`src/accel_pkg.sv`:
```
`default_nettype none

package accel_pkg;

    localparam int WORD_W    = 16;
    localparam int ADDR_W    = 10;
    localparam int BUF_DEPTH = 1024;
    localparam int DIM_W     = 8;
    localparam int COUNT_W   = 24;

    typedef logic [WORD_W-1:0]  word_t;
    typedef logic [ADDR_W-1:0]  addr_t;
    typedef logic [DIM_W-1:0]   dim_t;
    typedef logic [COUNT_W-1:0] count_t;

    // one 34-bit region of a buffer
    typedef struct packed {
        addr_t src_addr;
        dim_t  channel;
        dim_t  row;
        dim_t  col;
    } desc_t;

    typedef enum logic [2:0] {
        OP_CONFIG = 3'b000,
        OP_CONV   = 3'b001,
        OP_MATRIX = 3'b010
    } op_t;

    // 105-bit host instruction with op in the top bits
    typedef struct packed {
        op_t   op;
        desc_t wb_desc;
        desc_t a_desc;
        desc_t b_desc;
    } instr_t;

endpackage

`default_nettype wire

```
`src/fetch_cfg_if.sv`:
```
`default_nettype none

interface fetch_cfg_if import accel_pkg::*; ();

    logic  req;
    logic  ack;
    desc_t a_desc;
    desc_t b_desc;

    // descriptors stay stable while req is high
    modport ctrl (
        output req,
        output a_desc,
        output b_desc,
        input  ack
    );

    modport fetch (
        input  req,
        input  a_desc,
        input  b_desc,
        output ack
    );

endinterface

`default_nettype wire

```
`src/pair_stream_if.sv`:
```
`default_nettype none

interface pair_stream_if import accel_pkg::*; ();

    logic  valid;
    logic  first;
    logic  last;
    word_t a;
    word_t b;

    // no ready signal so the sink takes every valid beat
    modport src (
        output valid,
        output first,
        output last,
        output a,
        output b
    );

    modport dst (
        input valid,
        input first,
        input last,
        input a,
        input b
    );

endinterface

`default_nettype wire

```
`src/operand_fetch.sv`:
```
`default_nettype none

module operand_fetch import accel_pkg::*; (
    input  wire         clk,
    input  wire         rst,
    fetch_cfg_if.fetch  cfg,
    output addr_t       a_rd_addr,
    input  wire word_t  a_rd_data,
    output addr_t       b_rd_addr,
    input  wire word_t  b_rd_data,
    pair_stream_if.src  pairs
);

    logic   busy;
    logic   first_pend;
    logic   idle;
    addr_t  a_addr;
    addr_t  b_addr;
    count_t remaining;
    count_t count;
    logic   beat_valid;
    logic   beat_first;
    logic   beat_last;

    assign count = count_t'(cfg.a_desc.channel) * count_t'(cfg.a_desc.row)
                 * count_t'(cfg.a_desc.col);

    // idle once the last beat has left the data stage
    assign idle = !busy && !beat_valid;

    assign a_rd_addr = a_addr;
    assign b_rd_addr = b_addr;

    always_ff @(posedge clk or negedge rst) begin
        if (!rst) begin
            busy       <= 1'b0;
            first_pend <= 1'b0;
            cfg.ack    <= 1'b0;
            a_addr     <= '0;
            b_addr     <= '0;
            remaining  <= '0;
            beat_valid <= 1'b0;
            beat_first <= 1'b0;
            beat_last  <= 1'b0;
        end else begin
            // data stage lines up with the buffer read latency
            beat_valid <= busy;
            beat_first <= busy && first_pend;
            beat_last  <= busy && (remaining == count_t'(1));

            if (busy) begin
                // 10-bit address wraps modulo the buffer depth
                a_addr     <= a_addr + addr_t'(1);
                b_addr     <= b_addr + addr_t'(1);
                remaining  <= remaining - count_t'(1);
                first_pend <= 1'b0;
                if (remaining == count_t'(1)) begin
                    busy <= 1'b0;
                end
            end else if (cfg.req && !cfg.ack && idle) begin
                a_addr     <= cfg.a_desc.src_addr;
                b_addr     <= cfg.b_desc.src_addr;
                remaining  <= count;
                busy       <= (count != '0);
                first_pend <= 1'b1;
                cfg.ack    <= 1'b1;
            end

            if (!cfg.req) begin
                cfg.ack <= 1'b0;
            end
        end
    end

    assign pairs.valid = beat_valid;
    assign pairs.first = beat_first;
    assign pairs.last  = beat_last;
    assign pairs.a     = a_rd_data;
    assign pairs.b     = b_rd_data;

endmodule

`default_nettype wire

```
`src/flat_wrapper.sv`:
```
// flat-port wrapper written by rule: the top's interface ports become plain ports
module operand_fetch_flat import accel_pkg::*;
  (clk, rst, a_rd_addr, a_rd_data, b_rd_addr, b_rd_data, cfg_req, cfg_a_desc, cfg_b_desc, cfg_ack, pairs_valid, pairs_first, pairs_last, pairs_a, pairs_b);
  fetch_cfg_if cfg_i ();
  pair_stream_if pairs_i ();
  input  wire clk;
  input  wire rst;
  output addr_t a_rd_addr;
  input  wire word_t a_rd_data;
  output addr_t b_rd_addr;
  input  wire word_t b_rd_data;
  input wire logic [$bits(cfg_i.req)-1:0] cfg_req;
  input wire logic [$bits(cfg_i.a_desc)-1:0] cfg_a_desc;
  input wire logic [$bits(cfg_i.b_desc)-1:0] cfg_b_desc;
  output wire logic [$bits(cfg_i.ack)-1:0] cfg_ack;
  output wire logic [$bits(pairs_i.valid)-1:0] pairs_valid;
  output wire logic [$bits(pairs_i.first)-1:0] pairs_first;
  output wire logic [$bits(pairs_i.last)-1:0] pairs_last;
  output wire logic [$bits(pairs_i.a)-1:0] pairs_a;
  output wire logic [$bits(pairs_i.b)-1:0] pairs_b;
  assign cfg_i.req = cfg_req;
  assign cfg_i.a_desc = cfg_a_desc;
  assign cfg_i.b_desc = cfg_b_desc;
  assign cfg_ack = cfg_i.ack;
  assign pairs_valid = pairs_i.valid;
  assign pairs_first = pairs_i.first;
  assign pairs_last = pairs_i.last;
  assign pairs_a = pairs_i.a;
  assign pairs_b = pairs_i.b;
  operand_fetch u_core (.clk(clk), .rst(rst), .cfg(cfg_i), .a_rd_addr(a_rd_addr), .a_rd_data(a_rd_data), .b_rd_addr(b_rd_addr), .b_rd_data(b_rd_data), .pairs(pairs_i));
endmodule
```
`config.mk`:
```
export PLATFORM = sky130hd
export DESIGN_NAME = operand_fetch_flat
export DESIGN_NICKNAME = d
export VERILOG_FILES = /design/src/accel_pkg.sv /design/src/fetch_cfg_if.sv /design/src/pair_stream_if.sv /design/src/operand_fetch.sv /design/src/flat_wrapper.sv
export SDC_FILE = /design/constraint.sdc
export NUM_CORES = 1
export LEC_CHECK = 0
export BUFFER_PORTS_ARGS = -buffer_cell sky130_fd_sc_hd__buf_2
export CAP_MARGIN = 20
export CORE_MARGIN = 3
export CORE_UTILIZATION = 40
export DETAILED_ROUTE_END_ITERATION = 16
export GPL_TIMING_DRIVEN = 1
export PLACE_DENSITY = 0.61
export SYNTH_ARGS = -nofsm -noshare
export SYNTH_HDL_FRONTEND = slang
export SYNTH_SLANG_ARGS = --single-unit
```
`constraint.sdc`:
```
create_clock -name clk -period 2.08 [get_ports clk]
set_input_delay 0.416 -clock clk [delete_from_list [all_inputs] [get_ports clk]]
set_output_delay 0.416 -clock clk [all_outputs]
set_load 0.01 [all_outputs]
```
==> out/qor.txt <==
======================================================================================
DRC Markers                                                                          0
Initial cell density of the core                                                 0.412
Master cell of the clock root buffer                                      sky130_fd_sc_hd__clkbuf_16
Largest stage delay on the critical path                                       0.55 ns
Fraction of the mapped netlist area in adder cells                               0.381
Top flip-flop cell by instance count after synthesis                      sky130_fd_sc_hd__dfrtp_1
Via-to-Cell Ratio                                                                 5.10
Deepest clock path buffer count                                                      2
Peak Freq                                                                      127 MHz
Gate Count Post-Synth                                                             1036
Crit path launch type                                                        input pin
Clk slew on worst S/H paths                                                    0.07 ns
IO Pins                                                                            159
Complex-gate fraction of the synthesized area                                    0.114
Crit-path leading delay family                                             adder cells
Total via count in the routed design                                              7857
Fraction of the yosys area taken by sequential cells                             0.138
Post-route clock skew                                                       0.00707 ns
Library cell occupying the most area in the post-synthesis netlist        sky130_fd_sc_hd__fa_1
Area share of and/or/nand/nor cells after synthesis                              0.212
Clock tree sinks                                                                    50
GRT Total Usage                                                                  0.180
MaxCap Viol Count                                                                    0
Global-route wire length before repair                                         37.3 mm
Crit path max-delay cell type                                             sky130_fd_sc_hd__fa_1
Final Routed Wirelength                                                        21.9 mm
Number of distinct standard cells referenced by the synthesized netlist             65
Standard-cell rows                                                                  54
Final worst-path cycle share                                                      3.79
Antenna viol nets, final                                                             0
Crit path max fanout                                                                 7
Proportion of synthesized flip-flops having asynchronous set or reset             1.00
Setup slack on the worst flop-to-flop path                                    -0.19 ns
Worst reg2reg startpoint                                                  u_core.remaining[16]
Layout cells sized above 1                                                       0.370
Half-perimeter wire length of the detailed placement result                    17.6 mm
Final weighted congestion of routability-driven global placement                 0.838
Initial antenna violation count                                                      0
Area inside the core boundary                                                22000 um2
Portion of netlist area occupied by mux cells                                  0.00442
Capture instance of the worst register-to-register path                    u_core.busy
Number of DRC violations after detailed-routing iteration 0                        351
Most used cells in the layout excluding fill and tap cells                sky130_fd_sc_hd__buf_4, sky130_fd_sc_hd__inv_1, sky130_fd_sc_hd__and2_1, sky130_fd_sc_hd__fa_1, sky130_fd_sc_hd__nand2_1
Type of the most critical hold path                                        in -> async
Post-synth EDFFs                                                                     0
Die ar.                                                                      24500 um2
R2R cell count                                                                       8
Largest net degree at the start of global routing                                   34
Library cell appearing most often on the critical path                    sky130_fd_sc_hd__fa_1
RSZ-0062 raised after global routing                                              true
Violations in the final reports                                           negative setup slack
Antenna diode count                                                                  0
Leftover overflow at the end of global routing                                       0
Final setup violation count                                                         23
Width of the die                                                                157 um
Synthesis-to-layout area growth                                                  37.4%
Smallest setup slack after layout                                             -5.80 ns
Worst path depth                                                                    32
Post-synthesis average cell area                                              8.75 um2
Number of endpoints with negative hold slack in the final report                     0
Number of global-route vias before repair                                         7955
Clock tree from TritonCTS                                                        built
Parity-gate share of the synthesized area counting xor and xnor cells           0.0464
Insertion delay of the later-clocked pin in the worst-skew pair                0.29 ns
Data required, critical path                                                   2.26 ns
Mapped cell area                                                              9070 um2
Number of buffers added by the clock tree synthesis step                             5
Commonest non-fill, non-tap cell in the layout                            sky130_fd_sc_hd__buf_4
WS Path Type                                                                 in -> reg
Synth top area share                                                             0.265
# H-tree levels                                                                      2
Post-synthesis register bit count                                                   50
Result of the run                                                         finished with violations
Max Transition Viols Final                                                           0
Synthesized Nets                                                                  1343
Top post-synthesis cells by area                                          sky130_fd_sc_hd__fa_1, sky130_fd_sc_hd__dfrtp_1, sky130_fd_sc_hd__ha_1, sky130_fd_sc_hd__and2_1, sky130_fd_sc_hd__inv_1
Critical Path Sink Type                                                           flop
Arrival time reported for the critical path endpoint                           8.05 ns
Count of yosys warnings during synthesis                                             0
Critical Path Source                                                      cfg_a_desc[18]
Post-Route Hold Slack                                                        0.0749 ns
Slew at the pin with the worst max-slew slack                                 0.481 ns
Routed wire length per instance                                                14.2 um
Filler cell count in the final layout                                             1944
First-pass iteration count of the detailed router                                    5
Port Buf Inserts                                                                    70
Die H                                                                           157 um
Clock period minus worst slack                                                 7.88 ns
Buffers plus inverters on the worst setup path                                       6
Dominant combinational cell family by area after synthesis                 adder cells
Number of nets in the layout                                                      1567
Worst max-slew margin expressed relative to the limit                            0.679
======================================================================================
==> sequential cells by signal, summed over array words and instances, names as in the netlist <==
name / cells
u_core.b_rd_addr: 10
u_core.busy: 1
u_core.first_pend: 1
u_core.pairs.last: 1
u_core.pairs.valid: 1
u_core.a_rd_addr: 10
u_core.pairs.first: 1
u_core.cfg.ack: 1
u_core.remaining: 24
==> how the worst max path moves through the flow <==
stage / to / slack [ns]
2_1_floorplan: u_core.busy / -5.68
3_3_place_gp: u_core.busy / -6.11
3_5_place_dp: u_core.busy / -6.30
4_1_cts: u_core.busy / -5.85
5_1_grt: u_core.busy / -6.12
6_report: u_core.busy / -5.80
==> kinds of logic after synthesis <==
logic type	Yosys count
and+or+nand+nor	364
buffers and inverters	219
adders and majority gates	204
AOI/OAI and AO/OA	147
DFF	50
xor gates and xnor gates	48
muxes	4
==> layout make-up <==
cell class | instances | area [um2] | share of cell area
clock buffers | 5 | 125 | 0.0100
clock inverters | 3 | 21.3 | 0.00171
inverters | 157 | 594 | 0.0477
multi-input cells | 767 | 7940 | 0.637
flip-flops and latches | 50 | 1250 | 0.100
well taps | 280 | 350 | 0.0281
repair buffers | 279 | 2180 | 0.175
==> metrics by stage <==
stage | util | setup slack (ns) | TNS [ns] | instances | instance area (um2)
final | 0.566 | -5.80 | -103.78 | 1541 | 12500
after detailed placement | 0.511 | -6.30 | -115.86 | 1508 | 11300
after floorplan | - | -5.68 | -101.14 | 1036 | 9540
after global placement | 0.511 | -6.11 | -113.79 | 1508 | 11300
after CTS | 0.547 | -5.85 | -103.96 | 1530 | 12100
after global routing | 0.566 | -6.12 | -109.38 | 1541 | 12500
==> synth_stat cells, drive strengths merged (19+ instances only) <==
| library cell | n |
|---|---|
| xor2 | 23 |
| nor2 | 29 |
| nand2 | 117 |
| o211ai | 19 |
| fa | 120 |
| clkbuf | 28 |
| xnor2 | 25 |
| inv | 155 |
| nand3 | 24 |
| and2 | 134 |
| and3 | 21 |
| buf | 34 |
| o21ai | 26 |
| a21oi | 27 |
| dfrtp | 50 |
| ha | 84 |
==> layer usage <==
| metal | vias up | wire, um | GRT usage |
|---|---|---|---|
| li1 | 3790 | - | - |
| met1 | 3928 | 10500 | 0.265 |
| met2 | 115 | 10600 | 0.294 |
| met3 | 24 | 615 | 0.0171 |
| met4 | 0 | 219 | 0.0271 |
| met5 | - | 0 | 0 |
==> timing repair <==
| action | 4_1_cts | 5_1_grt |
|---|---|---|
| setup buffers | 16 | 12 |
| pin swaps | 69 | 77 |
| hold buffers | 0 | 0 |
| setup endpoints to repair | 23 | 23 |
| resized for setup | 124 | 77 |
Power is not shown: default switching activity piles up to over one toggle a cycle in this logic, so the estimate is an artifact.
