<file path="config.mk">
export PLATFORM = sky130hd
export DESIGN_NAME = result_writer_flat
export DESIGN_NICKNAME = d
export VERILOG_FILES = /design/src/accel_pkg.sv /design/src/pair_stream_if.sv /design/src/result_writer.sv /design/src/flat_wrapper.sv
export SDC_FILE = /design/constraint.sdc
export NUM_CORES = 1
export LEC_CHECK = 0
export BUFFER_PORTS_ARGS = -buffer_cell sky130_fd_sc_hd__buf_2
export CORE_AREA = 10 10 84 86
export DETAILED_ROUTE_END_ITERATION = 16
export DIE_AREA = 0 0 94 96
export PLACE_DENSITY_LB_ADDON = 0.05
export SLEW_MARGIN = 20
export SYNTH_ARGS = -nofsm -noshare
export SYNTH_HDL_FRONTEND = slang
export SYNTH_SLANG_ARGS = --single-unit
</file>
<file path="constraint.sdc">
create_clock -name clk -period 1.7 [get_ports clk]
set_input_delay 0.51 -clock clk [delete_from_list [all_inputs] [get_ports clk]]
set_output_delay 0.51 -clock clk [all_outputs]
set_load 0.03 [all_outputs]
</file>
<file path="src/accel_pkg.sv">
`default_nettype none

package accel_pkg;

    localparam int WORD_W    = 16;
    localparam int ADDR_W    = 10;
    localparam int BUF_DEPTH = 1024;
    localparam int DIM_W     = 8;
    localparam int COUNT_W   = 24;

    typedef logic [WORD_W-1:0]  word_t;
    typedef logic [ADDR_W-1:0]  addr_t;
    typedef logic [DIM_W-1:0]   dim_t;
    typedef logic [COUNT_W-1:0] count_t;

    // one 34-bit region of a buffer
    typedef struct packed {
        addr_t src_addr;
        dim_t  channel;
        dim_t  row;
        dim_t  col;
    } desc_t;

    typedef enum logic [2:0] {
        OP_CONFIG = 3'b000,
        OP_CONV   = 3'b001,
        OP_MATRIX = 3'b010
    } op_t;

    // 105-bit host instruction with op in the top bits
    typedef struct packed {
        op_t   op;
        desc_t wb_desc;
        desc_t a_desc;
        desc_t b_desc;
    } instr_t;

endpackage

`default_nettype wire

</file>
<file path="src/pair_stream_if.sv">
`default_nettype none

interface pair_stream_if import accel_pkg::*; ();

    logic  valid;
    logic  first;
    logic  last;
    word_t a;
    word_t b;

    // no ready signal so the sink takes every valid beat
    modport src (
        output valid,
        output first,
        output last,
        output a,
        output b
    );

    modport dst (
        input valid,
        input first,
        input last,
        input a,
        input b
    );

endinterface

`default_nettype wire

</file>
<file path="src/result_writer.sv">
`default_nettype none

module result_writer import accel_pkg::*; (
    input  wire        clk,
    input  wire        rst,
    pair_stream_if.dst pairs,
    output logic       wr_en,
    output addr_t      wr_addr,
    output word_t      wr_a,
    output word_t      wr_b,
    output logic       done
);

    logic last_q;

    always_ff @(posedge clk or negedge rst) begin
        if (!rst) begin
            wr_en   <= 1'b0;
            wr_addr <= '0;
            last_q  <= 1'b0;
            done    <= 1'b0;
        end else begin
            wr_en  <= pairs.valid;
            last_q <= pairs.valid && pairs.last;

            if (pairs.valid) begin
                wr_addr <= pairs.first ? '0 : wr_addr + addr_t'(1);
            end

            // done holds until the next run starts
            if (pairs.valid && pairs.first) begin
                done <= 1'b0;
            end else if (last_q) begin
                done <= 1'b1;
            end
        end
    end

    always_ff @(posedge clk) begin
        if (pairs.valid) begin
            wr_a <= pairs.a;
            wr_b <= pairs.b;
        end
    end

endmodule

`default_nettype wire

</file>
<file path="src/flat_wrapper.sv">
// flat-port wrapper written by rule: the top's interface ports become plain ports
module result_writer_flat import accel_pkg::*;
  (clk, rst, wr_en, wr_addr, wr_a, wr_b, done, pairs_valid, pairs_first, pairs_last, pairs_a, pairs_b);
  pair_stream_if pairs_i ();
  input  wire clk;
  input  wire rst;
  output logic wr_en;
  output addr_t wr_addr;
  output word_t wr_a;
  output word_t wr_b;
  output logic done;
  input wire logic [$bits(pairs_i.valid)-1:0] pairs_valid;
  input wire logic [$bits(pairs_i.first)-1:0] pairs_first;
  input wire logic [$bits(pairs_i.last)-1:0] pairs_last;
  input wire logic [$bits(pairs_i.a)-1:0] pairs_a;
  input wire logic [$bits(pairs_i.b)-1:0] pairs_b;
  assign pairs_i.valid = pairs_valid;
  assign pairs_i.first = pairs_first;
  assign pairs_i.last = pairs_last;
  assign pairs_i.a = pairs_a;
  assign pairs_i.b = pairs_b;
  result_writer u_core (.clk(clk), .rst(rst), .pairs(pairs_i), .wr_en(wr_en), .wr_addr(wr_addr), .wr_a(wr_a), .wr_b(wr_b), .done(done));
endmodule
</file>
==> results of run 1 <==
[final cells by class]
class / count / area, um2
Inverter: 2 / 7.507
Fill cell: 542 / 3192
Multi-Input combinational cell: 42 / 284.0
Timing Repair Buffer: 84 / 430.4
Clock inverter: 3 / 46.29
Clock buffer: 5 / 68.82
Tap cell: 72 / 90.09
Sequential cell: 45 / 1286
[per-layer routing]
layer / vias up / part of all wire (%)
li1: 525 / -
met1: 501 / 42
met2: 49 / 48
met3: 7 / 8.5
met4: 0 / 1.2
met5: - / 0
[worst max path at each step]
stage	start	endpoint	slack (ns)	cells past startpoint
final	u_core.wr_addr[0]$_DFFE_PN0P_	wr_addr[0]	0.17	2
after CTS	u_core.wr_addr[0]$_DFFE_PN0P_	wr_addr[0]	0.15	2
after detailed placement	pairs_valid	u_core.wr_addr[8]$_DFFE_PN0P_	0.11	4
after global placement	pairs_valid	u_core.wr_addr[7]$_DFFE_PN0P_	0.17	4
after floorplan	u_core.wr_addr[0]$_DFFE_PN0P_	u_core.wr_addr[8]$_DFFE_PN0P_	0.07	4
after global routing	u_core.wr_addr[2]$_DFFE_PN0P_	wr_addr[2]	0.12	1
[worst max-delay path, cell delays in order, from the launching register on]
cell and delay (ns):
dfrtp_1 0.39, buf_4 0.16, buf_2 0.17
[stage by stage]
step / instances / area [um2] / hold WS [ns] / worst slack, ns / total power [mW]
floorplan: 90 / 1582 / 0.2144 / 0.07220 / 1.497
global placement: 245 / 2098 / 0.4187 / 0.1651 / 1.651
detailed placement: 245 / 2098 / 0.4263 / 0.1125 / 1.655
CTS: 253 / 2213 / 0.09720 / 0.1491 / 2.470
global route: 253 / 2213 / 0.09861 / 0.1170 / 2.538
finish: 253 / 2213 / 0.09632 / 0.1706 / 2.430
[power by group]
part           switching (mW)  internal (mW)  total, mW
logic                   0.237          0.102      0.339
registers              0.0229           1.26       1.28
clock network           0.370          0.440      0.810
[synth_stat cells, drive strengths merged]
library cell  count  area [um2]
o2bb2ai           1       8.760
nand4             3       25.02
or3               1       6.260
nand3             3       15.01
o21ai             5       25.02
a21boi            4       30.03
mux2i             3       30.03
and2              1       6.260
o31ai             4       30.03
ha                1       12.51
clkbuf            1       3.750
or4               3       22.52
dfrtp            13       325.3
o21a              1       7.510
edfxtp           32       960.9
nand2b            3       18.77
and2b             1       7.510
and3              1       6.260
nand3b            1       7.510
inv               2       7.510
a31oi             1       6.260
nand2             5       18.77
[kinds of logic (layout without fill, tap and decap cells)]
| kind of cell | Yosys count | after routing | synth area share (%) |
|---|---|---|---|
| AO/OA/AOI/OAI | 16 | 16 | 6.804 |
| adder cells (fa/ha/maj) | 1 | 1 | 0.7910 |
| AND/OR/NAND/NOR | 22 | 22 | 8.466 |
| multiplexers | 3 | 3 | 1.899 |
| buffers and inverters | 3 | 94 | 0.7120 |
| flip-flops | 45 | 45 | 81.33 |
[flip-flops by register name (all words and copies together), names as in the netlist]
name,flops
u_core.done,1
u_core.wr_en,1
u_core.last_q,1
u_core.wr_b,16
u_core.wr_addr,10
u_core.wr_a,16
==> results.md, run 1 <==
- The flow ran to the end, and the final reports show no timing, DRC or antenna violations.
- Global routing used between 10% and 20% of the available met2 tracks.
- IR analysis of the VDD net gives a maximum drop of 0.3379 mV.
- The period utilization is 89.96%.
- The worst flop-to-flop path startpoint is u_core.wr_addr[0]$_DFFE_PN0P_.
- In this run the register-to-register setup slack is between 0.2 and 0.3 ns.
- From synthesis to final layout, the design area changed by 39.95%.
- The fmax is 0.6539 GHz.
- The part of the Yosys area used for sequential elements is 81.33%.
- The clock input transition at the sequential cells of the worst setup and hold paths is approximately 0.080 ns.
- The number of register bits inferred by synthesis is between 40 and 50.
- Measured against its own limit, the worst slew margin works out to between 70% and 80%.
- The global-route layer with the greatest usage is met2.
- The die extent in y is approximately 96 um.
- Dividing the detail-routed via count by the number of cells gives 4.277.
- The layout cell share with drive strength beyond 1 is 51.38%.
- The depth of the worst register-to-register path is 4.
- The floorplan step set the die width to 94 um.
- The buffers inserted during post-CTS setup optimization is 0.
- The worst setup path is of the reg -> out kind.
- The cell area power density is between 1000 and 1500 mW/mm2.
- The top cell types in the final layout, fill and taps aside, are 80 x buf_2, 32 x edfxtp_1, 13 x dfrtp_1.
- The final setup skew is approximately 0.0023 ns.
- The count of pins over their slew limit is 0.
- The core box area is around 0.0054 mm2.
- Routability-driven placement finished with a final weighted congestion of 0.7707.
- The count of input and output buffers is 80.
- The netlist uses 24 different library cells.
- The analysis attributes to cell leakage a power of between 0.9 and 1 nW.
- In the global route stage, met3 resource usage came out at under 10%.
- In this run the critical register-to-register path is captured at u_core.wr_addr[8]$_DFFE_PN0P_.
- The worst setup path is launched from a flop.
- The required arrival time at the worst endpoint is around 1.2 ns.
- The initial core utilization is 29.26%.
- The net count after synthesis is 128.
- The kind of end point of the critical path is an output port.
- For this run, the number of Yosys warnings is 0.
- Setup repair after global routing left no endpoint under its margin.
- After layout, the minimum clock period comes to 1.529 ns.
- The detailed placer's ending HPWL is 3142 um.
- The combined area of all synthesized cells is 0.001582 mm2.
- The tightest min-delay check is of the in -> async type.
- For this run the aggregate overflow at the end of global routing stands at 0.
- The TritonCTS buffer count is 5.
- The hold violation count in the final report is 0.
- The average instance area after synthesis is around 18 um2.
- Counting every sink on the clock net gives 45.
- For the pin with the worst max-slew slack, the measured transition is ~0.31 ns.
- The floorplan has 27 rows.
- The global routing usage summed across all routing layers is ~8.4%.
- Adding up every negative setup slack in the final design gives 0 ns.
- The buffer cell driving the clock tree root is clkbuf_8.
- The arrival time at the worst endpoint is 1.02 ns.
- The diode insertion count for antenna repair is 0.
- For this design the top-level I/O count stands at between 80 and 90.
- The area of the die is between 0.009 and 0.01 mm2.
- The first detailed-routing pass took 4 iterations.
- The number of buffers added to fix hold violations after cts is 0.
- After clock tree synthesis, the repair step resized 0 gates.
- The clock tree from TritonCTS is yes.
- The H-tree depth is 2.
- At the later pin of the worst-skew pair, clock insertion delay measures approximately 0.29 ns.
- After detailed routing, the average wire length per cell comes to 15.73 um.
- The via count of the first global-routing pass is 1103.
- The initial antenna violation count is 0.
- For this block, the initial DRC count from the detailed router was 25.
- The final standard cell utilization of the core is ~41%.
- The library cell used most frequently in the layout, excluding fill and tap cells, is buf_2.
- The met1 track demand over resource in global routing is 9.737%.
- The clock passes through at most 2 buffers.
- After detailed routing, the number of remaining DRC violations is 0.
- The final layout contains routed wiring with a total length of roughly 4000 um.
- Setup violations remaining at the end of the flow were counted as 0.
- The number of standard cells after synthesis is 90.
- Along the worst path, the maximum fanout reaches 5.
- Max-cap violations in this run came to 0.
- The count of nets left with antenna violations once routing finished came out at 0.
- The wire length of the first global-routing pass is 5837 um.
- For this run, the post-layout net count is roughly 220.
- Summing over every cut layer, the via total after detailed routing is between 1000 and 1500.
- The maximum number of pins on one net before global-route repair is 23.
Power figures use the tool's default switching activity.
==> run 2: changes to the inputs <==
--- a/config.mk
+++ b/config.mk
@@ -6,9 +6,9 @@
 export NUM_CORES = 1
 export LEC_CHECK = 0
 export BUFFER_PORTS_ARGS = -buffer_cell sky130_fd_sc_hd__buf_2
-export CORE_AREA = 10 10 84 86
+export CORE_AREA = 10 10 98 74
 export DETAILED_ROUTE_END_ITERATION = 16
-export DIE_AREA = 0 0 94 96
+export DIE_AREA = 0 0 108 84
 export PLACE_DENSITY_LB_ADDON = 0.05
 export SLEW_MARGIN = 20
 export SYNTH_ARGS = -nofsm -noshare
==> run 2 against run 1 <==
Sequential power hardly changed. Final cell count stayed put. Via count is 0.65% higher. Sequential share of layout area is 1.0 points higher. Maximum frequency is 3.4% lower. Worst setup slack worse by 0.054 ns. Worst hold slack better by 0.0074 ns. Total power is 8.7% lower. Die area is 0.53% higher. First-iteration DRC count is 110% higher. Cell area is 1.7% lower. Non-clock buffer count is 2 lower.
==> results.md, run 2 (same netlist as run 1, synthesis figures left out) <==
- The flow ran to the end, and the final reports show no timing, DRC or antenna violations.
- The worst setup path is of the reg -> reg kind.
- The slew at the pin closest to its max-slew limit is slightly above 0.3 ns.
- The endpoint identified for the worst register-to-register timing path is u_core.wr_addr[8]$_DFFE_PN0P_.
- The layout net count is around 220.
- The placed instance count is between 200 and 250.
- The fmax is 0.6316 GHz.
- The sequential cell area is ~0.0013 mm2.
- The relative max-transition margin is between 70% and 80%.
- The wire length of the first global-routing pass is about 6300 um.
- The diode insertion count for antenna repair is 0.
- The area of all placed cells without fillers is about 0.0022 mm2.
- The clock input transition at the sequential cells of the worst setup and hold paths is roughly 0.08 ns.
- Port buffering added 80 buffers.
- Summing all multi-input logic gate instances after layout gives around 280 um2.
- The arrival time at the worst endpoint is 1.78 ns.
- Along the worst path, the maximum fanout reaches 6.
- The count of pins on the block boundary is around 80.
- After clock tree synthesis, the setup repair step added 0 buffers.
- The global routing usage summed across all routing layers is 8.957%.
- The worst flop-to-flop path startpoint is u_core.wr_addr[1]$_DFFE_PN0P_.
- The routed design has roughly 4000 um of wire.
- The largest registers in the layout are u_core.wr_a: 16 flops, u_core.wr_b: 16 flops, u_core.wr_addr: 10 flops.
- Cells with a size suffix above 1 make up a little under 50% of the layout.
- TritonCTS built the clock tree.
- The met1 track demand over resource in global routing is approximately 9.7%.
- The cell area power density is 1020 mW/mm2.
- The routing usage on met2 is 13.84%.
- Setup violations remaining at the end of the flow were counted as 0.
- The count of pins over their slew limit is 0.
- The die is 84 um tall.
- The maximum number of pins on one net before global-route repair is 44.
- Buffers inserted to repair hold after CTS numbered 0.
- The largest voltage drop on the vdd net is 0.4294 mV.
- The reg2reg setup slack is 0.12 ns.
- For this run, the detailed router's first-pass iteration total came to 4.
- Using the TritonRoute via totals, the vias-per-cell ratio works out to 4.304.
- The area after detailed placement is between 0.002 and 0.0025 mm2.
- Setup slack on the critical path of the routed design comes to ~0.12 ns.
- The worst register-to-register path has a depth of 4.
- The initial antenna violation count is 0.
- The post-route DRC violation count is 0.
- The period utilization is 93.13%.
- The area of the die is a little over 0.009 mm2.
- The library cell used most frequently in the layout, excluding fill and tap cells, is buf_2.
- The global-route layer with the greatest usage is met2.
- The area growth from synthesis to layout is 37.58%.
- STA classifies the critical path startpoint as a flop.
- The via count of the first global-routing pass is around 1200.
- Data on the critical path is required at its endpoint by 1.90 ns.
- The H-tree was split into 2 levels.
- The number of buffers between clock root and the deepest sink is 2.
- The final total negative setup slack is 0 ns.
- The placement-stage worst setup slack is between 0.07 and 0.08 ns.
- Leaving out fill and tap cells, the most frequent cells in the layout are 80 x buf_2, 32 x edfxtp_1, 13 x dfrtp_1.
- The tightest min-delay check is of the in -> async type.
- The final standard cell utilization of the core is 39.59%.
- The number of non-filler instances in the completed layout is ~250.
- The HPWL after detailed placement is 3087 um.
- The met3 usage is under 10%.
- Summed over all cells, the static leakage comes to 0.9621 nW.
- The design draws 2.219 mW.
- The core box area is 0.005497 mm2.
- The number of clock buffers added by TritonCTS is 5.
- The die is around 110 um wide.
- The hold violation count in the final report was 0.
- Setup repair after global routing left no endpoint under its margin.
- The worst hold slack is roughly 0.10 ns.
- At the end of routability-driven placement, the weighted congestion stood at 0.7321.
- Max-cap violations in this run came to 0.
- The residual antenna-violating net count after detailed routing is 0.
- The routed wirelength normalized by instance count is 15.72 um.
- The first routing iteration left 52 violations.
- The minimum period implied by the final worst setup slack is 1.583 ns.
- The number of gates resized after cts is 0.
- CTS saw between 40 and 50 sinks.
- The clock latency at the later pin of the worst-skew pair is roughly 0.28 ns.
- For this run the aggregate overflow at the end of global routing stands at 0.
- In this run the clock root is driven by a clkbuf_8.
- The floorplan row count is 23.
- The kind of end point of the critical path is a flop.
- The final setup skew is between 0.0015 and 0.002 ns.
- The fill cell instance count of the final layout is between 500 and 600.
- The routed layout has ~1100 vias.
- The initial utilization of the core area, before any placement, comes to between 20% and 30%.
## run 2: cell types whose count changed in the layout (fill, tap and decap cells not counted), sizes merged
| cell | delta |
|---|---|
| buf | -2 |
| bufinv | -1 |
| clkbuf | +1 |
| clkinvlp | -1 |
## run 2: area by class of cell
class,instances,share of cell area [%]
Sequential cell,45,59.11
Timing Repair Buffer,82,19.67
Multi-Input combinational cell,42,13.05
Tap cell,75,4.313
Clock buffer,6,3.335
Inverter,2,0.3450
Clock inverter,1,0.1725
## run 2: power breakdown
group / internal (mW) / switching, mW
sequential: 1.26 / 0.0276
clock: 0.277 / 0.322
combinational: 0.0996 / 0.234
## run 2: worst max-delay path by stage
stage | start | to | cells past startpoint
finish | u_core.wr_addr[1]$_DFFE_PN0P_ | u_core.wr_addr[8]$_DFFE_PN0P_ | 4
global route | u_core.wr_addr[1]$_DFFE_PN0P_ | u_core.wr_addr[8]$_DFFE_PN0P_ | 4
CTS | u_core.wr_addr[1]$_DFFE_PN0P_ | u_core.wr_addr[8]$_DFFE_PN0P_ | 4
detailed placement | pairs_valid | u_core.wr_addr[8]$_DFFE_PN0P_ | 4
global placement | pairs_valid | u_core.wr_addr[8]$_DFFE_PN0P_ | 4
floorplan | u_core.wr_addr[0]$_DFFE_PN0P_ | u_core.wr_addr[8]$_DFFE_PN0P_ | 4
## run 2: layer usage
layer  up-vias  wire (um)
met5         -          0
met4         0         23
li1        522          -
met3         2        499
met2        58       1873
met1       507       1582
## run 2: critical path, cell delays in order (launching register included)
cell and delay (ns):
dfrtp_1 0.45, ha_1 0.26, nand3_1 0.13, or4_1 0.48, a21boi_0 0.19
