===== config.mk =====
export PLATFORM = sky130hd
export DESIGN_NAME = instr_ctrl_flat
export DESIGN_NICKNAME = d
export VERILOG_FILES = /design/src/accel_pkg.sv /design/src/fetch_cfg_if.sv /design/src/instr_ctrl.sv /design/src/flat_wrapper.sv
export SDC_FILE = /design/constraint.sdc
export NUM_CORES = 1
export LEC_CHECK = 0
export BUFFER_PORTS_ARGS = -buffer_cell sky130_fd_sc_hd__clkbuf_2
export CORE_MARGIN = 3
export CORE_UTILIZATION = 42
export DETAILED_ROUTE_END_ITERATION = 8
export PLACE_DENSITY = 0.79
export SYNTH_ARGS = -nofsm -noshare
export SYNTH_HDL_FRONTEND = slang
export SYNTH_SLANG_ARGS = --single-unit

===== constraint.sdc =====
create_clock -name clk -period 1.6 [get_ports clk]
set_clock_uncertainty 0.1 [all_clocks]
set_input_delay 0.24 -clock clk [delete_from_list [all_inputs] [get_ports clk]]
set_output_delay 0.24 -clock clk [all_outputs]
set_load 0.03 [all_outputs]

===== src/accel_pkg.sv =====
`default_nettype none

package accel_pkg;

    localparam int WORD_W    = 16;
    localparam int ADDR_W    = 10;
    localparam int BUF_DEPTH = 1024;
    localparam int DIM_W     = 8;
    localparam int COUNT_W   = 24;

    typedef logic [WORD_W-1:0]  word_t;
    typedef logic [ADDR_W-1:0]  addr_t;
    typedef logic [DIM_W-1:0]   dim_t;
    typedef logic [COUNT_W-1:0] count_t;

    // one 34-bit region of a buffer
    typedef struct packed {
        addr_t src_addr;
        dim_t  channel;
        dim_t  row;
        dim_t  col;
    } desc_t;

    typedef enum logic [2:0] {
        OP_CONFIG = 3'b000,
        OP_CONV   = 3'b001,
        OP_MATRIX = 3'b010
    } op_t;

    // 105-bit host instruction with op in the top bits
    typedef struct packed {
        op_t   op;
        desc_t wb_desc;
        desc_t a_desc;
        desc_t b_desc;
    } instr_t;

endpackage

`default_nettype wire


===== src/fetch_cfg_if.sv =====
`default_nettype none

interface fetch_cfg_if import accel_pkg::*; ();

    logic  req;
    logic  ack;
    desc_t a_desc;
    desc_t b_desc;

    // descriptors stay stable while req is high
    modport ctrl (
        output req,
        output a_desc,
        output b_desc,
        input  ack
    );

    modport fetch (
        input  req,
        input  a_desc,
        input  b_desc,
        output ack
    );

endinterface

`default_nettype wire


===== src/instr_ctrl.sv =====
`default_nettype none

module instr_ctrl import accel_pkg::*; (
    input  wire         clk,
    input  wire         rst,
    input  wire         instr_valid,
    input  wire instr_t instr,
    output logic        ack,
    fetch_cfg_if.ctrl   cfg
);

    typedef enum logic [1:0] {
        ST_IDLE,
        ST_DISPATCH,
        ST_ACKED
    } state_t;

    state_t state;
    op_t    op;
    desc_t  a_desc_q;
    desc_t  b_desc_q;

    assign op = instr.op;

    // fetch always sees the last configured regions
    assign cfg.a_desc = a_desc_q;
    assign cfg.b_desc = b_desc_q;

    always_ff @(posedge clk or negedge rst) begin
        if (!rst) begin
            state    <= ST_IDLE;
            ack      <= 1'b0;
            cfg.req  <= 1'b0;
            a_desc_q <= '0;
            b_desc_q <= '0;
        end else begin
            case (state)
                ST_IDLE: begin
                    if (instr_valid) begin
                        if (op == OP_MATRIX) begin
                            state <= ST_DISPATCH;
                        end else begin
                            if (op == OP_CONFIG) begin
                                a_desc_q <= instr.a_desc;
                                b_desc_q <= instr.b_desc;
                            end
                            // conv and unknown ops just get acked
                            ack   <= 1'b1;
                            state <= ST_ACKED;
                        end
                    end
                end
                ST_DISPATCH: begin
                    // fetch holds off its ack while a run is busy
                    if (cfg.req && cfg.ack) begin
                        cfg.req <= 1'b0;
                        ack     <= 1'b1;
                        state   <= ST_ACKED;
                    end else if (!cfg.ack) begin
                        cfg.req <= 1'b1;
                    end
                end
                ST_ACKED: begin
                    if (!instr_valid) begin
                        ack   <= 1'b0;
                        state <= ST_IDLE;
                    end
                end
                default: begin
                    state <= ST_IDLE;
                end
            endcase
        end
    end

endmodule

`default_nettype wire


===== src/flat_wrapper.sv =====
// flat-port wrapper written by rule: the top's interface ports become plain ports
module instr_ctrl_flat import accel_pkg::*;
  (clk, rst, instr_valid, instr, ack, cfg_req, cfg_a_desc, cfg_b_desc, cfg_ack);
  fetch_cfg_if cfg_i ();
  input  wire clk;
  input  wire rst;
  input  wire instr_valid;
  input  wire instr_t instr;
  output logic ack;
  output wire logic [$bits(cfg_i.req)-1:0] cfg_req;
  output wire logic [$bits(cfg_i.a_desc)-1:0] cfg_a_desc;
  output wire logic [$bits(cfg_i.b_desc)-1:0] cfg_b_desc;
  input wire logic [$bits(cfg_i.ack)-1:0] cfg_ack;
  assign cfg_req = cfg_i.req;
  assign cfg_a_desc = cfg_i.a_desc;
  assign cfg_b_desc = cfg_i.b_desc;
  assign cfg_i.ack = cfg_ack;
  instr_ctrl u_core (.clk(clk), .rst(rst), .instr_valid(instr_valid), .instr(instr), .ack(ack), .cfg(cfg_i));
endmodule

==> impl_metrics.tcl, run 1 <==
set metrics [dict create \
    status "finished clean" \
    ant_nets 0 \
    path_max_fanout 27 \
    first_iter_violations 37 \
    ys.flop_type "dfrtp_1" \
    syn_avg_cell_area_um2 16.93 \
    leakage_nw 2.111 \
    synth-edff-count 0 \
    setup-tns-final_ns 0 \
    postCtsSetupRepairBufs 0 \
    path_buf_inv 1 \
    power.density_mw_per_mm2 1598 \
    startpoint_type "flop" \
    track_usage_pct 15.56 \
    clkSlewWorstSetupHoldPaths_ns 0.08 \
    viasPerCell 4.738 \
    pin_count 179 \
    drt-total-wl_um 5936 \
    drive_above_1_share_pct 72.56 \
    htreeDepth 3 \
    dpl_cell_area_mm2 0.003681 \
    fin_crit_sh_pct 95.84 \
    synth_cells 166 \
    synth.ff_latch_count 72 \
    whs_ns 0.03005 \
    arrival_ns 1.64 \
    drv_slew 0 \
    synth-seq-area-share_pct 64.11 \
    start_util_pct 43.76 \
    route.met3.wl_um 463 \
    grt_pass1_vias 1935 \
    post-route-min-period_ns 1.533 \
    met2_length_um 2962 \
    cts_tree "yes" \
    cts_sinks 72 \
    cts-root-buf "clkbuf_8" \
    setup_viol 0 \
    fp.coreArea_mm2 0.006422 \
    die_h_um 87.80 \
    end_kind "flop" \
    maxCapViolations 0 \
    crit_type "flop to flop" \
    std_cell_rows 29 \
    dp_hpwl_um 4538 \
    netlist_area_mm2 0.002810 \
    first_pass_iters 4 \
    slowest_stage "dfrtp_1" \
    antenna_found_initial 0 \
    worstMarginPinSlew_ns 0.4222 \
    io_buffer_count 144 \
    async_flop_share_pct 100.0 \
    vdd_drop_max_v 0.0009500 \
    slew_headroom_pct 71.86 \
    ys_types 16 \
    grt_pass1_wl_um 9094 \
    die_w_um 87.80 \
    fillers 533 \
    num_antenna_cells 0 \
    cts_inserted_buffers 9 \
    holdCritPathClass "primary input to flop" \
    ctsHoldBuffers 1 \
    rsz0062_at_grt "no" \
    hold_violations 0 \
    clk_latency_ns 0.32 \
    area_growth_pct 39.23 \
    worstPathRequired_ns 1.71 \
    post-route-cell-area_mm2 0.003913 \
    crit_family "flip-flops" \
    synth_warnings 0 \
    drc_errors 0 \
    place.gp.congestion 0.7471 \
    top_layer_used "met4" \
    slowest_delay_ns 0.39 \
    route.layer.met1.wl_um 2403 \
    grt_max_degree 34 \
    gr-total-overflow 0 \
    clock_path_buffers 2 \
    cts_resized 0 \
    synth_fp_nets 275 \
    vias 1919 \
    fin_nets 432 \
    worstPathCellList "nor2_1 -> nand3_4 -> buf_12 -> mux2_4" \
    wl_per_cell_um 14.66 \
    final_core_util_pct 60.92 \
    die_area_mm2 0.007709 \
    fmax_ghz 0.6521 \
    total_power_mw 6.250 \
]
==> cell type report <==
cell class / instances / area [um2] / share of cell area [%]
Sequential cell: 72 / 1802 / 46.05
Multi-Input combinational cell: 87 / 962.2 / 24.59
Timing Repair Buffer: 153 / 830.8 / 21.23
Clock buffer: 11 / 141.4 / 3.614
Tap cell: 77 / 96.34 / 2.462
Clock inverter: 5 / 80.08 / 2.047
==> power breakdown <==
group          internal, mW  switching [mW]  total, mW
clock network         0.919           0.648       1.57
registers              2.29           0.247       2.53
logic                 0.798            1.35       2.15
==> worst reg2reg max path, cell delays in order (launching register included) <==
cell	delay (ns)
dfrtp_1	0.39
nor2_1	0.19
nand3_4	0.19
buf_12	0.24
mux2_4	0.32
==> placed cells by master, fill, tap and decap left out <==
| master | count |
|---|---|
| nor2b_4 | 1 |
| nor2_1 | 3 |
| buf_12 | 3 |
| or3b_2 | 1 |
| nand3_4 | 1 |
| and3b_1 | 1 |
| clkinvlp_4 | 2 |
| dlygate4sd3_1 | 1 |
| a21oi_1 | 1 |
| clkinv_2 | 1 |
| nand2_1 | 5 |
| buf_4 | 6 |
| clkbuf_8 | 10 |
| o211ai_1 | 1 |
| a32oi_1 | 1 |
| mux2_4 | 20 |
| dfrtp_1 | 72 |
| clkbuf_1 | 1 |
| o21ai_0 | 3 |
| mux2_2 | 48 |
| clkbuf_2 | 143 |
| nand2b_1 | 1 |
| bufinv_16 | 2 |
==> layer usage <==
layer | track usage [%] | vias to the layer above
li1 | - | 898
met1 | 18.38 | 925
met2 | 25.55 | 87
met3 | 5.456 | 9
met4 | 7.113 | 0
met5 | 0 | -
==> cells by family (layout without fill, tap and decap cells) <==
| family | after synthesis | count (layout) | synth area share [%] |
|---|---|---|---|
| simple gates | 13 | 13 | 2.761 |
| mux | 68 | 68 | 29.92 |
| buf+inv | 7 | 169 | 1.914 |
| compound gates | 6 | 6 | 1.291 |
| flops | 72 | 72 | 64.11 |
==> cell usage after synthesis (3+ instances only) <==
cell     number  area share (%)
buf_6         3             1.2
mux2_4       20              11
dfrtp_1      72              64
buf_2         4            0.71
o21ai_0       3            0.53
nand2_1       5            0.67
mux2_2       48              19
nor2_1        3            0.40
==> registers in the layout (all words and copies together), names as in the netlist <==
name and count:
u_core.cfg.req 1, u_core.cfg.b_desc 34, u_core.ack 1, u_core.cfg.a_desc 34, u_core.state 2
==> path summary, 6_finish.rpt <==
kind | startpoint | endpoint | slack, ns | depth (start not counted)
max | u_core.state[1] | u_core.cfg.a_desc[11] | 0.07 | 4
max reg2reg | u_core.state[1] | u_core.cfg.a_desc[11] | 0.07 | 4
max in group asynchronous | rst | u_core.cfg.b_desc[32] | 0.59 | 3
min in group asynchronous | rst | u_core.cfg.a_desc[33] | 0.30 | 2
min | instr[14] | u_core.cfg.b_desc[14] | 0.03 | 2
min reg2reg | u_core.cfg.b_desc[29] | u_core.cfg.b_desc[29] | 0.41 | 1
==> through the flow <==
| step | setup WS [ns] | instances |
|---|---|---|
| after floorplan | 0.1189 | 166 |
| after global placement | 0.03831 | 388 |
| after detailed placement | 0.001554 | 388 |
| after CTS | 0.05397 | 405 |
| after global routing | 0.003324 | 405 |
| final | 0.06653 | 405 |
No activity file was read; power rests on OpenSTA's default activity.
==> run 2, diff against run 1 <==
==> constraint.sdc (replaced) <==
create_clock -name clk -period 1.6 [get_ports clk]
set_clock_uncertainty 0.1 [all_clocks]
set_input_delay 0.32 -clock clk [delete_from_list [all_inputs] [get_ports clk]]
set_output_delay 0.32 -clock clk [all_outputs]
set_load 0.03 [all_outputs]
==> run 2 against run 1 <==
  * Sequential power barely moved
  * First-iteration DRC count fell by 5.4%
  * Setup slack improved by 0.0082 ns
  * Utilization fell by 1.2 points
  * Via count fell by 1.9%
  * Maximum frequency rose by 0.54%
  * Non-clock buffer count fell by 2
  * Largest cell class unchanged
  * Largest power group unchanged
  * Highest routed layer unchanged
==> impl_metrics.tcl, run 2 (synthesis gave the netlist of run 1 again) <==
set metrics [dict create \
    post-route-min-period_ns 1.525 \
    pin_count 179 \
    die_w_um 87.80 \
    final_cell_mix "clkbuf_2 (143), dfrtp_1 (72), mux2_2 (48)" \
    p_sw_mw 2.159 \
    fin_nets 430 \
    antenna_found_initial 0 \
    end_kind "flop" \
    area_growth_pct 36.51 \
    final_core_util_pct 59.73 \
    die_area_mm2 0.007709 \
    pwr-share-comb_pct 36.6 \
    arrival_ns 1.62 \
    worstPathCellList "nor2b_4 -> nand3_4 -> buf_12 -> mux2_4" \
    worstMarginPinSlew_ns 0.3416 \
    sw_frac_of_total_pct 36.84 \
    seqPwrFrac_pct 43.2 \
    num_antenna_cells 0 \
    slew_headroom_pct 77.23 \
    wl_per_cell_um 14.11 \
    clkSlewWorstSetupHoldPaths_ns 0.07 \
    reg2reg_from "u_core.state[0]" \
    r2r_end "u_core.cfg.a_desc[12]" \
    rsz0062_at_grt "no" \
    first_iter_violations 35 \
    grt_max_degree 33 \
    setup_slack_ns 0.07472 \
    ctsHoldBuffers 1 \
    cts_sinks 72 \
    drt-total-wl_um 5643 \
    clk_latency_ns 0.32 \
    cts-root-buf "clkbuf_8" \
    crit_type "flop to flop" \
    power.internal_mw 3.702 \
    drc_errors 0 \
    track_usage_pct 14.94 \
    io_buffer_count 144 \
    htreeDepth 3 \
    startpoint_type "flop" \
    vdd_drop_max_v 0.0007392 \
    std_cell_rows 29 \
    hold_violations 0 \
    reg2reg_slack_ns 0.07 \
    setup-tns-final_ns 0 \
    viasPerCell 4.705 \
    cts_inserted_buffers 9 \
    whs_ns 0.1229 \
    cts_tree "yes" \
    grt_pass1_vias 1950 \
    start_util_pct 43.76 \
    postCtsSetupRepairBufs 0 \
    place.gp.congestion 0.7392 \
    worstPathRequired_ns 1.70 \
    p_clk_share_pct 20.2 \
    pre_cts_slack_ns 0.05277 \
    drv_slew 0 \
    status "finished clean" \
    fin_crit_sh_pct 95.33 \
    vias 1882 \
    ant_nets 0 \
    dp_hpwl_um 4347 \
    leakage_nw 2.079 \
    maxCapViolations 0 \
    setup_viol 0 \
    cts_resized 0 \
    whs_path_depth 2 \
    drive_above_1_share_pct 72.14 \
    hold_path_end "u_core.cfg.b_desc[26]" \
    die_h_um 87.80 \
    first_pass_iters 2 \
    hold_path_startpoint "instr[26]" \
    path_max_fanout 27 \
    grt_pass1_wl_um 8866 \
    slowest_stage "dfrtp_1" \
    slowest_delay_ns 0.46 \
    holdCritPathClass "primary input to flop" \
    power.density_mw_per_mm2 1528 \
    fp.coreArea_mm2 0.006422 \
    gr-total-overflow 0 \
    final_common_cell "clkbuf_2" \
    clock_path_buffers 2 \
    reg2regPathDepth 4 \
    fmax_ghz 0.6556 \
]
==> run 2: how the worst max path moves through the flow <==
stage | endpoint | startpoint | cells past startpoint
floorplan | u_core.cfg.a_desc[0] | u_core.state[0] | 5
detailed placement | u_core.cfg.a_desc[12] | instr[102] | 5
global route | u_core.cfg.b_desc[1] | u_core.state[0] | 4
finish | u_core.cfg.a_desc[12] | u_core.state[0] | 4
global placement | u_core.cfg.a_desc[12] | instr[102] | 5
CTS | u_core.cfg.b_desc[1] | u_core.state[0] | 4
==> run 2: power by group through the flow <==
| stage | clock network [mW] | registers (mW) | logic, mW |
|---|---|---|---|
| finish | 1.19 | 2.53 | 2.14 |
| global route | 1.34 | 2.60 | 2.27 |
| CTS | 1.25 | 2.53 | 2.18 |
| detailed placement | 0 | 2.56 | 2.17 |
| global placement | 0 | 2.53 | 2.14 |
| floorplan | 0 | 3.49 | 0.507 |
==> run 2: per-stage QoR <==
stage | std cells | power (mW) | cell area [um2]
finish | 400 | 5.861 | 3836
global route | 400 | 6.207 | 3836
CTS | 400 | 5.957 | 3836
detailed placement | 386 | 4.731 | 3666
global placement | 386 | 4.672 | 3666
floorplan | 166 | 3.993 | 2810
==> run 2: routing by layer <==
layer	wire length, um	up-vias	part of all wire [%]	global-route usage [%]
li1	-	888	-	-
met1	2272	910	40	17.09
met2	2872	80	51	25.68
met3	456	4	8.1	6.021
met4	42	0	0.74	4.603
met5	0	-	0	0
==> run 2: worst max-delay path: cells and delay by family (launching register included) <==
kind / cells / cell delay, ns
flip-flops: 1 / 0.46
AND/OR/NAND/NOR: 2 / 0.31
multiplexers: 1 / 0.31
buffers and inverters: 1 / 0.20
==> run 2: layout make-up <==
cell class | instances | area (um2)
timing repair buffer | 151 | 815.8
fill | 558 | 2586
multi-input combinational | 87 | 962.2
clock buffer | 12 | 155.1
clock inverter | 1 | 5.005
tap | 77 | 96.34
sequential | 72 | 1802
==> run 3, diff against run 2 <==
- ABC_AREA: not set -> 1
==> run 3 against run 2 <==
  * Sequential cell count stayed put
  * Power is 42% higher
  * Combinational power is 70% higher
  * Via count is 29% higher
  * Utilization is 0.065 points higher
  * Die area is 1.8% higher
  * Maximum frequency is 4.9% higher
  * Global-route usage is 1.6 points higher
  * Register-to-register slack better by 0.07 ns
==> impl_metrics.tcl, run 3 <==
set metrics [dict create \
    status "finished clean" \
    area_growth_pct 35.55 \
    dp_hpwl_um 4707 \
    drt-total-wl_um 6287 \
    setup-tns-final_ns 0 \
    antenna_found_initial 0 \
    std_cell_rows 29 \
    synth_top_family_by_area "buffers and inverters" \
    crit_type "flop to flop" \
    seq_area_mm2 0.001802 \
    postCtsSetupRepairBufs 0 \
    synth_cells 315 \
    num_antenna_cells 0 \
    ctsHoldBuffers 1 \
    pin_count 179 \
    clk_latency_ns 0.32 \
    leakage_nw 2.346 \
    first_iter_violations 83 \
    gr-total-overflow 0 \
    yosysMostFrequentCell "nand2_1" \
    synth-seq-area-share_pct 62.88 \
    syn_avg_cell_area_um2 9.096 \
    die_h_um 88.60 \
    viasPerCell 4.484 \
    synth-xor-area-share_pct 0 \
    cts_tree "yes" \
    cts_resized 0 \
    async_flop_share_pct 100.0 \
    drc_errors 0 \
    die_area_mm2 0.007849 \
    arrival_ns 1.54 \
    cts_inserted_buffers 9 \
    rsz0062_at_grt "no" \
    synth_warnings 0 \
    htreeDepth 3 \
    synth_fp_nets 424 \
    fin_nets 570 \
    yosysTopAreaCell "dfrtp_1" \
    whs_ns 0.07508 \
    drive_above_1_share_pct 35.62 \
    power.density_mw_per_mm2 2141 \
    synth-compound-area-share_pct 12.40 \
    synth.ff_latch_count 72 \
    holdCritPathClass "primary input to flop" \
    final_cell_mix "clkbuf_2 (143), nand2_1 (75), dfrtp_1 (72)" \
    place.gp.congestion 0.7698 \
    grt_pass1_wl_um 10110 \
    fillers 582 \
    cts-root-buf "clkbuf_8" \
    final_core_util_pct 59.80 \
    worstMarginPinSlew_ns 0.3767 \
    ant_nets 0 \
    first_pass_iters 5 \
    clkSlewWorstSetupHoldPaths_ns 0.07 \
    clock_path_buffers 2 \
    netlist_area_mm2 0.002865 \
    synth-edff-count 0 \
    fmax_ghz 0.6877 \
    vias 2435 \
    final_common_cell "clkbuf_2" \
    vdd_drop_max_v 0.001041 \
    die_w_um 88.60 \
    pre_cts_slack_ns 0.1303 \
    grt_max_degree 73 \
    cts_sinks 72 \
    io_buffer_count 144 \
    synthSimpleGateAreaFrac_pct 12.10 \
    multi_input_area_um2 709.4 \
    fin_crit_sh_pct 90.88 \
    setup_slack_ns 0.1459 \
    synth_top_area_share_pct 62.88 \
    maxCapViolations 0 \
    grt_pass1_vias 2341 \
    end_kind "flop" \
    ys.flop_type "dfrtp_1" \
    synth_common_cells "nand2_1 (75), dfrtp_1 (72), inv_1 (71)" \
    fp.coreArea_mm2 0.006495 \
    slew_headroom_pct 74.88 \
    ys_types 14 \
    worstPathRequired_ns 1.68 \
    synthAdderAreaFrac_pct 0 \
    muxShareOfSynthArea_pct 0 \
    path_max_fanout 47 \
    post-route-min-period_ns 1.454 \
    wl_per_cell_um 11.58 \
    hold_violations 0 \
    drv_slew 0 \
    setup_viol 0 \
    synth.area.top_cells "dfrtp_1 (63%), nand2_1 (9.8%), inv_1 (9.3%)" \
    startpoint_type "flop" \
    start_util_pct 44.11 \
    track_usage_pct 16.52 \
]
[run 3: routing by layer]
layer,global-route usage (%),wire length [um],vias up
met5,0,0,-
met4,5.769,61,0
met3,3.631,468,7
met2,30.12,3163,94
met1,19.08,2594,1092
li1,-,-,1242
[run 3: path summary, 6_finish.rpt]
check,from,to,slack [ns],cells after the start
worst min register to register,u_core.cfg.b_desc[28],u_core.cfg.b_desc[28],0.39,2
min in group asynchronous,rst,u_core.cfg.a_desc[26],0.44,3
max in group asynchronous,rst,u_core.cfg.a_desc[2],0.65,3
worst min-delay path,cfg_ack,u_core.cfg.req,0.08,2
worst max register to register,u_core.state[1],u_core.cfg.b_desc[22],0.15,5
worst max-delay path,u_core.state[1],u_core.cfg.b_desc[22],0.15,5
[run 3: kinds of logic (layout without fill, tap and decap cells)]
kind of cell    after synthesis  after routing
buf+inv                      85            236
flops                        72             72
compound gates               71             71
simple gates                 87             87
[run 3: final cells by class]
cell class              instances  share of cell area, %
clock buffers                  11                  3.640
repair buffers                149                  20.30
flip-flops and latches         72                  46.39
multi-input cells             158                  18.27
well taps                      77                  2.481
clock inverters                 5                  2.062
inverters                      71                  6.862
[run 3: power by group]
part | internal (mW) | total, mW | switching [mW] | leakage (nW)
Combinational | 1.03 | 3.63 | 2.60 | 1.33
Sequential | 2.66 | 3.13 | 0.469 | 0.906
Clock | 0.919 | 1.56 | 0.639 | 0.106
[run 3: stage by stage]
stage	power, mW	instance area [um2]	std cells
2_1_floorplan	5.574	2865	315
3_3_place_gp	6.696	3652	526
3_5_place_dp	6.835	3652	526
4_1_cts	8.426	3884	543
5_1_grt	8.875	3884	543
6_report	8.316	3884	543
[run 3: critical path, cell delays in order (launching register included)]
cell and delay, ns:
dfrtp_1 0.44, nor2_1 0.20, nand3_4 0.11, buf_4 0.26, nand2_1 0.10, o21ai_0 0.09
